<file path="src/logic/rs_pkg.sv">
package rs_pkg;

    // Station and datapath sizes
    localparam int RS_NUM_ENTRIES  = 4;
    localparam int NUM_SOURCES     = 2;
    localparam int IPRF_NUM_WRITES = 2;

    localparam int PREG_W   = 6;
    localparam int ROBID_W  = 5;
    localparam int OPCODE_W = 8;
    localparam int IMM_W    = 32;

    typedef logic [PREG_W-1:0]   t_preg;
    typedef logic [ROBID_W-1:0]  t_robid;
    typedef logic [OPCODE_W-1:0] t_opcode;
    typedef logic [IMM_W-1:0]    t_imm;

    // One bit per station entry
    typedef logic [RS_NUM_ENTRIES-1:0] t_rs_mask;

    // Entry lifecycle
    typedef enum logic {
        IDLE,
        VALID
    } t_rs_ent_fsm;

endpackage

</file>
<file path="src/logic/reservation_station.sv">
module reservation_station (
    input  logic            clk,
    input  logic            reset,

    // Dispatch from rename
    input  logic            disp_valid,
    input  rs_pkg::t_robid  disp_robid,
    input  rs_pkg::t_preg   disp_pdst,
    input  rs_pkg::t_opcode disp_opcode,
    input  rs_pkg::t_imm    disp_imm,
    input  rs_pkg::t_preg   disp_psrc1,
    input  logic            disp_psrc1_pend,
    input  rs_pkg::t_preg   disp_psrc2,
    input  logic            disp_psrc2_pend,
    output logic            disp_ready,

    // Register file write ports
    input  logic            iprf_wr_en   [rs_pkg::IPRF_NUM_WRITES-1:0],
    input  rs_pkg::t_preg   iprf_wr_preg [rs_pkg::IPRF_NUM_WRITES-1:0],

    input  logic            nuke,

    // Issue to execution
    output logic            iss_valid,
    output rs_pkg::t_robid  iss_robid,
    output rs_pkg::t_preg   iss_pdst,
    output rs_pkg::t_opcode iss_opcode,
    output rs_pkg::t_imm    iss_imm,
    output rs_pkg::t_preg   iss_psrc1,
    output rs_pkg::t_preg   iss_psrc2
);

    import rs_pkg::*;

    t_rs_mask entry_valid;
    t_rs_mask alloc;
    t_rs_mask req;
    t_rs_mask grant;

    t_robid  e_robid  [RS_NUM_ENTRIES-1:0];
    t_preg   e_pdst   [RS_NUM_ENTRIES-1:0];
    t_opcode e_opcode [RS_NUM_ENTRIES-1:0];
    t_imm    e_imm    [RS_NUM_ENTRIES-1:0];
    t_preg   e_psrc1  [RS_NUM_ENTRIES-1:0];
    t_preg   e_psrc2  [RS_NUM_ENTRIES-1:0];

    rs_alloc_select i_rs_alloc_select (
        .entry_valid (entry_valid),
        .disp_valid  (disp_valid),
        .nuke        (nuke),
        .alloc       (alloc),
        .disp_ready  (disp_ready)
    );

    for (genvar e = 0; e < RS_NUM_ENTRIES; e++) begin : g_entry
        rs_entry i_rs_entry (
            .clk              (clk),
            .reset            (reset),
            .nuke             (nuke),
            .alloc            (alloc[e]),
            .alloc_robid      (disp_robid),
            .alloc_pdst       (disp_pdst),
            .alloc_opcode     (disp_opcode),
            .alloc_imm        (disp_imm),
            .alloc_psrc1      (disp_psrc1),
            .alloc_psrc1_pend (disp_psrc1_pend),
            .alloc_psrc2      (disp_psrc2),
            .alloc_psrc2_pend (disp_psrc2_pend),
            .iprf_wr_en       (iprf_wr_en),
            .iprf_wr_preg     (iprf_wr_preg),
            .grant            (grant[e]),
            .valid            (entry_valid[e]),
            .req_issue        (req[e]),
            .robid            (e_robid[e]),
            .pdst             (e_pdst[e]),
            .opcode           (e_opcode[e]),
            .imm              (e_imm[e]),
            .psrc1            (e_psrc1[e]),
            .psrc2            (e_psrc2[e])
        );
    end

    rs_issue_arb i_rs_issue_arb (
        .req        (req),
        .robid      (e_robid),
        .pdst       (e_pdst),
        .opcode     (e_opcode),
        .imm        (e_imm),
        .psrc1      (e_psrc1),
        .psrc2      (e_psrc2),
        .grant      (grant),
        .iss_valid  (iss_valid),
        .iss_robid  (iss_robid),
        .iss_pdst   (iss_pdst),
        .iss_opcode (iss_opcode),
        .iss_imm    (iss_imm),
        .iss_psrc1  (iss_psrc1),
        .iss_psrc2  (iss_psrc2)
    );

endmodule

</file>
<file path="src/logic/rs_alloc_select.sv">
module rs_alloc_select (
    input  rs_pkg::t_rs_mask entry_valid,
    input  logic             disp_valid,
    input  logic             nuke,

    output rs_pkg::t_rs_mask alloc,
    output logic             disp_ready
);

    import rs_pkg::*;

    t_rs_mask free;
    t_rs_mask lowest_free;
    logic     found;

    assign free = ~entry_valid;

    // Lowest free index wins
    always_comb begin
        lowest_free = '0;
        found       = 1'b0;
        for (int i = 0; i < RS_NUM_ENTRIES; i++) begin
            if (free[i] && !found) begin
                lowest_free[i] = 1'b1;
                found          = 1'b1;
            end
        end
    end

    assign disp_ready = |free;

    // Flush drops a same-cycle dispatch
    assign alloc = lowest_free & {RS_NUM_ENTRIES{disp_valid & ~nuke}};

endmodule

</file>
<file path="src/logic/rs_entry.sv">
module rs_entry (
    input  logic            clk,
    input  logic            reset,
    input  logic            nuke,

    input  logic            alloc,
    input  rs_pkg::t_robid  alloc_robid,
    input  rs_pkg::t_preg   alloc_pdst,
    input  rs_pkg::t_opcode alloc_opcode,
    input  rs_pkg::t_imm    alloc_imm,
    input  rs_pkg::t_preg   alloc_psrc1,
    input  logic            alloc_psrc1_pend,
    input  rs_pkg::t_preg   alloc_psrc2,
    input  logic            alloc_psrc2_pend,

    input  logic            iprf_wr_en   [rs_pkg::IPRF_NUM_WRITES-1:0],
    input  rs_pkg::t_preg   iprf_wr_preg [rs_pkg::IPRF_NUM_WRITES-1:0],

    input  logic            grant,

    output logic            valid,
    output logic            req_issue,
    output rs_pkg::t_robid  robid,
    output rs_pkg::t_preg   pdst,
    output rs_pkg::t_opcode opcode,
    output rs_pkg::t_imm    imm,
    output rs_pkg::t_preg   psrc1,
    output rs_pkg::t_preg   psrc2
);

    import rs_pkg::*;

    t_rs_ent_fsm state;
    t_rs_ent_fsm state_nxt;

    t_preg                  src_tag  [NUM_SOURCES-1:0];
    logic                   src_pend [NUM_SOURCES-1:0];
    logic [NUM_SOURCES-1:0] src_ready;

    // Entry leaves on issue or flush
    always_comb begin
        state_nxt = state;
        case (state)
            IDLE: begin
                if (alloc && !nuke) begin
                    state_nxt = VALID;
                end
            end
            VALID: begin
                if (grant || nuke) begin
                    state_nxt = IDLE;
                end
            end
            default: state_nxt = IDLE;
        endcase
    end

    always_ff @(posedge clk) begin
        if (reset) begin
            state <= IDLE;
        end else begin
            state <= state_nxt;
        end
    end

    assign valid = (state == VALID);

    // Static micro-op fields
    always_ff @(posedge clk) begin
        if (alloc) begin
            robid  <= alloc_robid;
            pdst   <= alloc_pdst;
            opcode <= alloc_opcode;
            imm    <= alloc_imm;
            psrc1  <= alloc_psrc1;
            psrc2  <= alloc_psrc2;
        end
    end

    assign src_tag[0]  = alloc_psrc1;
    assign src_pend[0] = alloc_psrc1_pend;
    assign src_tag[1]  = alloc_psrc2;
    assign src_pend[1] = alloc_psrc2_pend;

    for (genvar s = 0; s < NUM_SOURCES; s++) begin : g_src_trk
        rs_reg_trk i_rs_reg_trk (
            .clk          (clk),
            .reset        (reset),
            .alloc        (alloc),
            .alloc_psrc   (src_tag[s]),
            .alloc_pend   (src_pend[s]),
            .iprf_wr_en   (iprf_wr_en),
            .iprf_wr_preg (iprf_wr_preg),
            .ready        (src_ready[s])
        );
    end

    assign req_issue = valid & (&src_ready);

endmodule

</file>
<file path="src/logic/rs_issue_arb.sv">
module rs_issue_arb (
    input  rs_pkg::t_rs_mask req,
    input  rs_pkg::t_robid   robid  [rs_pkg::RS_NUM_ENTRIES-1:0],
    input  rs_pkg::t_preg    pdst   [rs_pkg::RS_NUM_ENTRIES-1:0],
    input  rs_pkg::t_opcode  opcode [rs_pkg::RS_NUM_ENTRIES-1:0],
    input  rs_pkg::t_imm     imm    [rs_pkg::RS_NUM_ENTRIES-1:0],
    input  rs_pkg::t_preg    psrc1  [rs_pkg::RS_NUM_ENTRIES-1:0],
    input  rs_pkg::t_preg    psrc2  [rs_pkg::RS_NUM_ENTRIES-1:0],

    output rs_pkg::t_rs_mask grant,
    output logic             iss_valid,
    output rs_pkg::t_robid   iss_robid,
    output rs_pkg::t_preg    iss_pdst,
    output rs_pkg::t_opcode  iss_opcode,
    output rs_pkg::t_imm     iss_imm,
    output rs_pkg::t_preg    iss_psrc1,
    output rs_pkg::t_preg    iss_psrc2
);

    import rs_pkg::*;

    // Isolate the lowest set request bit
    assign grant     = req & (~req + 1'b1);
    assign iss_valid = |req;

    // AND-OR mux under the one-hot grant
    always_comb begin
        iss_robid  = '0;
        iss_pdst   = '0;
        iss_opcode = '0;
        iss_imm    = '0;
        iss_psrc1  = '0;
        iss_psrc2  = '0;
        for (int i = 0; i < RS_NUM_ENTRIES; i++) begin
            iss_robid  |= robid[i]  & {ROBID_W{grant[i]}};
            iss_pdst   |= pdst[i]   & {PREG_W{grant[i]}};
            iss_opcode |= opcode[i] & {OPCODE_W{grant[i]}};
            iss_imm    |= imm[i]    & {IMM_W{grant[i]}};
            iss_psrc1  |= psrc1[i]  & {PREG_W{grant[i]}};
            iss_psrc2  |= psrc2[i]  & {PREG_W{grant[i]}};
        end
    end

endmodule

</file>
<file path="src/logic/rs_reg_trk.sv">
module rs_reg_trk (
    input  logic          clk,
    input  logic          reset,

    input  logic          alloc,
    input  rs_pkg::t_preg alloc_psrc,
    input  logic          alloc_pend,

    input  logic          iprf_wr_en   [rs_pkg::IPRF_NUM_WRITES-1:0],
    input  rs_pkg::t_preg iprf_wr_preg [rs_pkg::IPRF_NUM_WRITES-1:0],

    output logic          ready
);

    import rs_pkg::*;

    t_preg psrc;
    logic  pend;
    logic  alloc_hit;
    logic  pend_hit;

    // Compare every write port against the incoming tag and the held tag
    always_comb begin
        alloc_hit = 1'b0;
        pend_hit  = 1'b0;
        for (int i = 0; i < IPRF_NUM_WRITES; i++) begin
            if (iprf_wr_en[i] && (iprf_wr_preg[i] == alloc_psrc)) begin
                alloc_hit = 1'b1;
            end
            if (iprf_wr_en[i] && (iprf_wr_preg[i] == psrc)) begin
                pend_hit = 1'b1;
            end
        end
    end

    // A write in the allocation cycle already satisfies the source
    always_ff @(posedge clk) begin
        if (reset) begin
            pend <= 1'b0;
        end else if (alloc) begin
            pend <= alloc_pend & ~alloc_hit;
        end else if (pend_hit) begin
            pend <= 1'b0;
        end
    end

    // Held source tag
    always_ff @(posedge clk) begin
        if (alloc) begin
            psrc <= alloc_psrc;
        end
    end

    assign ready = ~pend;

endmodule

</file>
<file path="config.mk">
export PLATFORM = sky130hd
export DESIGN_NAME = reservation_station
export DESIGN_NICKNAME = d
export VERILOG_FILES = /design/src/logic/rs_pkg.sv /design/src/logic/reservation_station.sv /design/src/logic/rs_alloc_select.sv /design/src/logic/rs_entry.sv /design/src/logic/rs_issue_arb.sv /design/src/logic/rs_reg_trk.sv
export SDC_FILE = /design/constraint.sdc
export NUM_CORES = 1
export LEC_CHECK = 0
export BUFFER_PORTS_ARGS = -buffer_cell sky130_fd_sc_hd__buf_4
export CAP_MARGIN = 10
export CELL_PAD_IN_SITES_DETAIL_PLACEMENT = 1
export CELL_PAD_IN_SITES_GLOBAL_PLACEMENT = 1
export CORE_MARGIN = 2
export CORE_UTILIZATION = 30
export CTS_BUF_LIST = sky130_fd_sc_hd__clkbuf_4 sky130_fd_sc_hd__clkbuf_8
export CTS_CLUSTER_DIAMETER = 30
export DETAILED_ROUTE_END_ITERATION = 8
export GPL_ROUTABILITY_DRIVEN = 0
export PLACE_DENSITY_LB_ADDON = 0.1
export SETUP_SLACK_MARGIN = 0.2
export SLEW_MARGIN = 20
export SYNTH_ARGS = -nofsm -noshare
export SYNTH_HDL_FRONTEND = slang
export SYNTH_HIERARCHICAL = 1
export SYNTH_SLANG_ARGS = --single-unit
</file>
<file path="constraint.sdc">
create_clock -name clk -period 4.8 [get_ports clk]
set_input_delay 0.96 -clock clk [delete_from_list [all_inputs] [get_ports clk]]
set_output_delay 0.96 -clock clk [all_outputs]
set_load 0.05 [all_outputs]
</file>
**Word level (Yosys, flattened, before mapping)**

Index checks and enable logic that the tools add are counted.

- Bitwise operators: 68
- Muxes and demuxes: 54
- Reductions and logical operators: 49
- Add/subtract/negate cells: 1
- Equality and inequality tests: 20

Operator list:

| kind | count |
|---|---|
| $and A32 B32 Y32 | 4 |
| $eq A6 B6 Y1 | 20 |
| $or A32 B32 Y32 | 3 |
| $and A6 B6 Y6 | 12 |
| $or A6 B6 Y6 | 9 |
| $mux W1 | 50 |
| $and A8 B8 Y8 | 4 |
| $logic_and A1 B1 Y1 | 27 |
| $or A8 B8 Y8 | 3 |
| $and A5 B5 Y5 | 4 |
| $reduce_bool A2 Y1 | 8 |
| $not A1 Y1 | 15 |
| $or A5 B5 Y5 | 3 |
| $and A4 B4 Y4 | 2 |
| $not A4 Y4 | 2 |
| $pmux W1 S2 | 4 |
| $reduce_and A2 Y1 | 4 |
| $reduce_or A4 Y1 | 2 |
| $and A1 B1 Y1 | 7 |
| $add A4 B1 Y4 const B | 1 |
| $logic_not A1 Y1 | 4 |
| $logic_or A1 B1 Y1 | 4 |

- Bits in registers: 264

**Depth between registers and ports, before layout**

- Depth after elaboration: 15
- Depth in mapped cells: 7
- Mapped depth without buffers: 5

**Modules after synthesis**

The synthesis kept the hierarchy.

Modules (own cells, without submodules):

| module | instances | cells each | sequential area each (µm²) | area an instance (µm²) |
|---|---|---|---|---|
| rs_entry | 4 | 67 | 1,911.8 | 1,933.1 |
| rs_reg_trk | 8 | 44 | 200.2 | 491.7 |
| rs_issue_arb | 1 | 293 | 0.0 | 2,148.3 |
| rs_alloc_select | 1 | 8 | 0.0 | 65.1 |

**Worst setup path before layout**

OpenSTA, ideal clock, no wires.

- Kind: input to register
- Start: input port nuke
- End: register g_entry[0].i_rs_entry.g_src_trk[0].i_rs_reg_trk.pend
- Setup time: 67 ps
- Stages on the path: 5
- Slack: -384 ps
- Data arrival time: 5,117 ps
- Path buffers: 0
- Path through: nand2b_4 nor2_1 nand2_1 or4_1 o21ai_2

- Longest elaborated chain between the ends: 4

Ends and longest elaborated chain:

| item | line | RTL |
|---|---|---|
| start, declared | reservation_station.sv:21 | `input logic nuke,` |
| $not A1 Y1 * | rs_alloc_select.sv:33 | `assign alloc = lowest_free & {RS_NUM_ENTRIES{disp_valid & ~nuke}};` |
| $and A1 B1 Y1 * | rs_alloc_select.sv:33 |  |
| $and A4 B4 Y4 * | rs_alloc_select.sv:33 |  |
| via alloc[0] | reservation_station.sv:36 | `t_rs_mask alloc;` |
| $mux W1 / $reduce_bool A2 Y1 (equally long branches) | -- |  |
| end signal, assigned | rs_reg_trk.sv:41 | `pend <= alloc_pend & ~alloc_hit;` |
| end, declared | rs_reg_trk.sv:18 | `logic pend;` |

The timed path passes the listed nets; every way through them passes the cells marked *.
A chain may end at the register's enable or synchronous reset.

**Worst setup path after layout**

- Start: register g_entry[1].i_rs_entry.state
- End: output port iss_psrc1[5]

- Longest elaborated chain between the ends: 8

Ends and longest elaborated chain:

| item | line | RTL |
|---|---|---|
| start, declared | rs_entry.sv:33 | `t_rs_ent_fsm state;` |
| start signal, assigned | rs_entry.sv:62 | `state <= state_nxt;` |
| $and A1 B1 Y1 * | rs_entry.sv:98 | `assign req_issue = valid & (&src_ready);` |
| via req[1] | reservation_station.sv:37 | `t_rs_mask req;` |
| $not A4 Y4 | rs_issue_arb.sv:23 | `assign grant = req & (~req + 1'b1);` |
| $add A4 B1 Y4 | rs_issue_arb.sv:23 |  |
| $and A4 B4 Y4 * | rs_issue_arb.sv:23 |  |
| $and A6 B6 Y6 | rs_issue_arb.sv:39 | `iss_psrc1 \|= psrc1[i] & {PREG_W{grant[i]}};` |
| $or A6 B6 Y6 (2 in series) | rs_issue_arb.sv:39 |  |
| $or A6 B6 Y6 * | rs_issue_arb.sv:39 |  |
| end, declared | reservation_station.sv:29 | `output rs_pkg::t_preg iss_psrc1,` |

Marked as above.

==> impl_metrics.tcl <==
set metrics [dict create \
    cts_made_buffers 80 \
    groute.usage.overall_pct 16.5 \
    layout.nets 1214 \
    finalSetupViolCount 0 \
    synth_cell_types 27 \
    p_per_area_nw_per_um2 402 \
    synth.area.top_cells "edfxtp_1 65%, a221oi_2 6.5%, xnor2_1 6.1%" \
    place_hpwl_mm 21.8 \
    cts_tree "built" \
    tightest_slew_ns 1.08 \
    r2r_end "g_entry[2].i_rs_entry/valid" \
    async_reset_ff_share_pct 0 \
    drive_above_1_share_pct 31.5 \
    cts_resized 0 \
    fin_skew_ns 0.0368 \
    cp.required_ns 3.84 \
    cp.arrival_ns 3.21 \
    end_kind "output pin" \
    drtIter0Drc 457 \
    initial_core_util_pct 30.5 \
    post-cts-setup-buffers 0 \
    rows 78 \
    clkSlewWorstSetupHoldPaths_ns 0.05 \
    vias 8608 \
    insertion_delay_ns 0.61 \
    min_period_ns 4.17 \
    multi_input_area_um2 4420 \
    synth_warnings 6 \
    max_freq_mhz 240 \
    yosysTopAreaCell "edfxtp_1" \
    synth_ff_type "edfxtp_1" \
    ant_nets 0 \
    ys_ff_latch 312 \
    vias_per_cell 4.80 \
    drtPass1Iterations 4 \
    area_growth_pct 25.5 \
    critPathKind "reg2out" \
    ir_drop_mv 0.186 \
    hp-class "in2reg" \
    die_area_um2 48000 \
    rsz0062_at_grt "no" \
    outcome "completed" \
    reg2reg_slack_ns 2.36 \
    h-tree-depth 3 \
    placed_cell_area_um2 15700 \
    wl_per_cell_um 21.6 \
    final_cell_area_um2 17400 \
    worst_slack_ns 0.633 \
    path_max_fanout 46 \
    fp.dieW_um 219 \
    slew_viol_final 0 \
    grt_pass1_wl_mm 58.6 \
    synth_top_area_share_pct 64.9 \
    hold_end "g_entry[1].i_rs_entry/opcode[2]" \
    worstHoldStart "disp_opcode[2]" \
    overflow 0 \
    synth_edf_count 300 \
    fillers 4778 \
    r2r_start "g_entry[1].i_rs_entry/valid" \
    period_share_pct 86.8 \
    syn-num-nets 1004 \
    maxCapViolations 0 \
    critPathLaunch "g_entry[1].i_rs_entry/valid" \
    fp.dieH_um 219 \
    hold_path_depth 1 \
    cts_buffer_depth 3 \
    syn-cell-area_um2 13900 \
    ff2ff_path_depth 4 \
    power.leakage_nw 5.85 \
    grt_max_degree 71 \
    grt_pass1_vias 9352 \
    clkSinkCount 312 \
    synth.most_common_cell "edfxtp_1" \
    register_area_um2 9250 \
    total_power_mw 7.01 \
    drcViolationCount 0 \
    netlist_top_cells_count "300 x edfxtp_1, 96 x xnor2_1, 96 x xor2_1" \
    ys_seq_area_share_pct 66.6 \
    syn_avg_cell_area_um2 15.1 \
    place_worst_setup_slack_ns 1.23 \
    pin_count 148 \
    syn_inst 921 \
    holdBufCountCts 0 \
    hold_viol 0 \
    numPortBuffers 147 \
    cts_root_buffer "clkbuf_8" \
    worst_slew_margin_rel_pct 28.0 \
    drt_wl_total_mm 38.8 \
    antenna_found_initial 0 \
    startpoint_type "flip-flop" \
    coreArea_um2 45500 \
]
[stage by stage]
step | setup TNS, ns | instances | utilization [%] | hold slack [ns]
6_report | 0 | 1792 | 38.3 | 0.543
5_1_grt | 0 | 1791 | 38.3 | 0.503
4_1_cts | 0 | 1791 | 38.3 | 0.475
3_5_place_dp | 0 | 1649 | 34.6 | 0.556
3_3_place_gp | 0 | 1649 | 34.6 | 0.548
2_1_floorplan | -0.879 | 921 | - | 0.497
[logic make-up after synthesis]
family	share of synthesized area, %
flip-flops	66.6
AND/OR/NAND/NOR	9.61
XOR/XNOR	12.1
AO/OA/AOI/OAI	9.74
buffers and inverters	1.89
[layout make-up]
| class | count | area share [%] |
|---|---|---|
| Clock buffer | 96 | 7.15 |
| Inverter | 8 | 0.172 |
| Antenna cell | 1 | 0.0144 |
| Timing Repair Buffer | 164 | 7.28 |
| Multi-Input combinational cell | 565 | 25.4 |
| Clock inverter | 46 | 2.64 |
| Tap cell | 600 | 4.31 |
| Sequential cell | 312 | 53.1 |
[sequential cells by signal, indices dropped and copies added, names as in the netlist]
register / count
g_entry.i_rs_entry/imm: 128
g_entry.i_rs_entry/g_src_trk.i_rs_reg_trk/psrc: 48
g_entry.i_rs_entry/opcode: 32
g_entry.i_rs_entry/pdst: 24
g_entry.i_rs_entry/psrc1: 24
g_entry.i_rs_entry/psrc2: 24
g_entry.i_rs_entry/robid: 20
g_entry.i_rs_entry/g_src_trk.i_rs_reg_trk/pend: 8
g_entry.i_rs_entry/valid: 4
[power by group]
part	total [mW]	switching [mW]	internal [mW]
Combinational	0.488	0.314	0.174
Clock	3.48	1.28	2.20
Sequential	3.04	0.0123	3.03
Total	7.01	1.61	5.40
[routing by layer]
metal / wire length, µm / global-route usage (%)
met3: 1700 / 3.31
met1: 17700 / 21.9
met5: 0 / 0
met4: 730 / 5.90
met2: 18700 / 26.6
[worst max-delay path, cell delays in order, from the launching register on]
cell and delay [ns]:
dfxtp_1 0.49, and3_4 0.59, buf_4 0.78, a221oi_1 0.21
o21ai_1 0.23, buf_4 0.23
[placed cells by master, fill, tap and decap left out, types with 9 or more instances in the layout]
cell type	n
bufinv_16	9
clkbuf_8	84
buf_4	161
xor2_1	96
nor2b_1	64
o21ai_1	63
clkbuf_4	12
a221oi_2	60
nand2_1	72
or4_1	17
clkinv_2	21
clkinv_1	10
xnor2_1	96
edfxtp_1	300
dfxtp_1	12
nand4_1	33
nor4_1	32
[worst max-delay path by stage]
stage                         to  slack, ns  cells past startpoint
finish              iss_psrc1[5]       0.63                      5
detailed placement  iss_psrc1[5]       1.23                      5
global placement    iss_psrc1[5]       1.26                      5
global route        iss_psrc1[5]       0.47                      5
floorplan              flip-flop      -0.15                      5
CTS                 iss_psrc1[5]       0.55                      5
No activity file was read; power rests on OpenSTA's default activity.
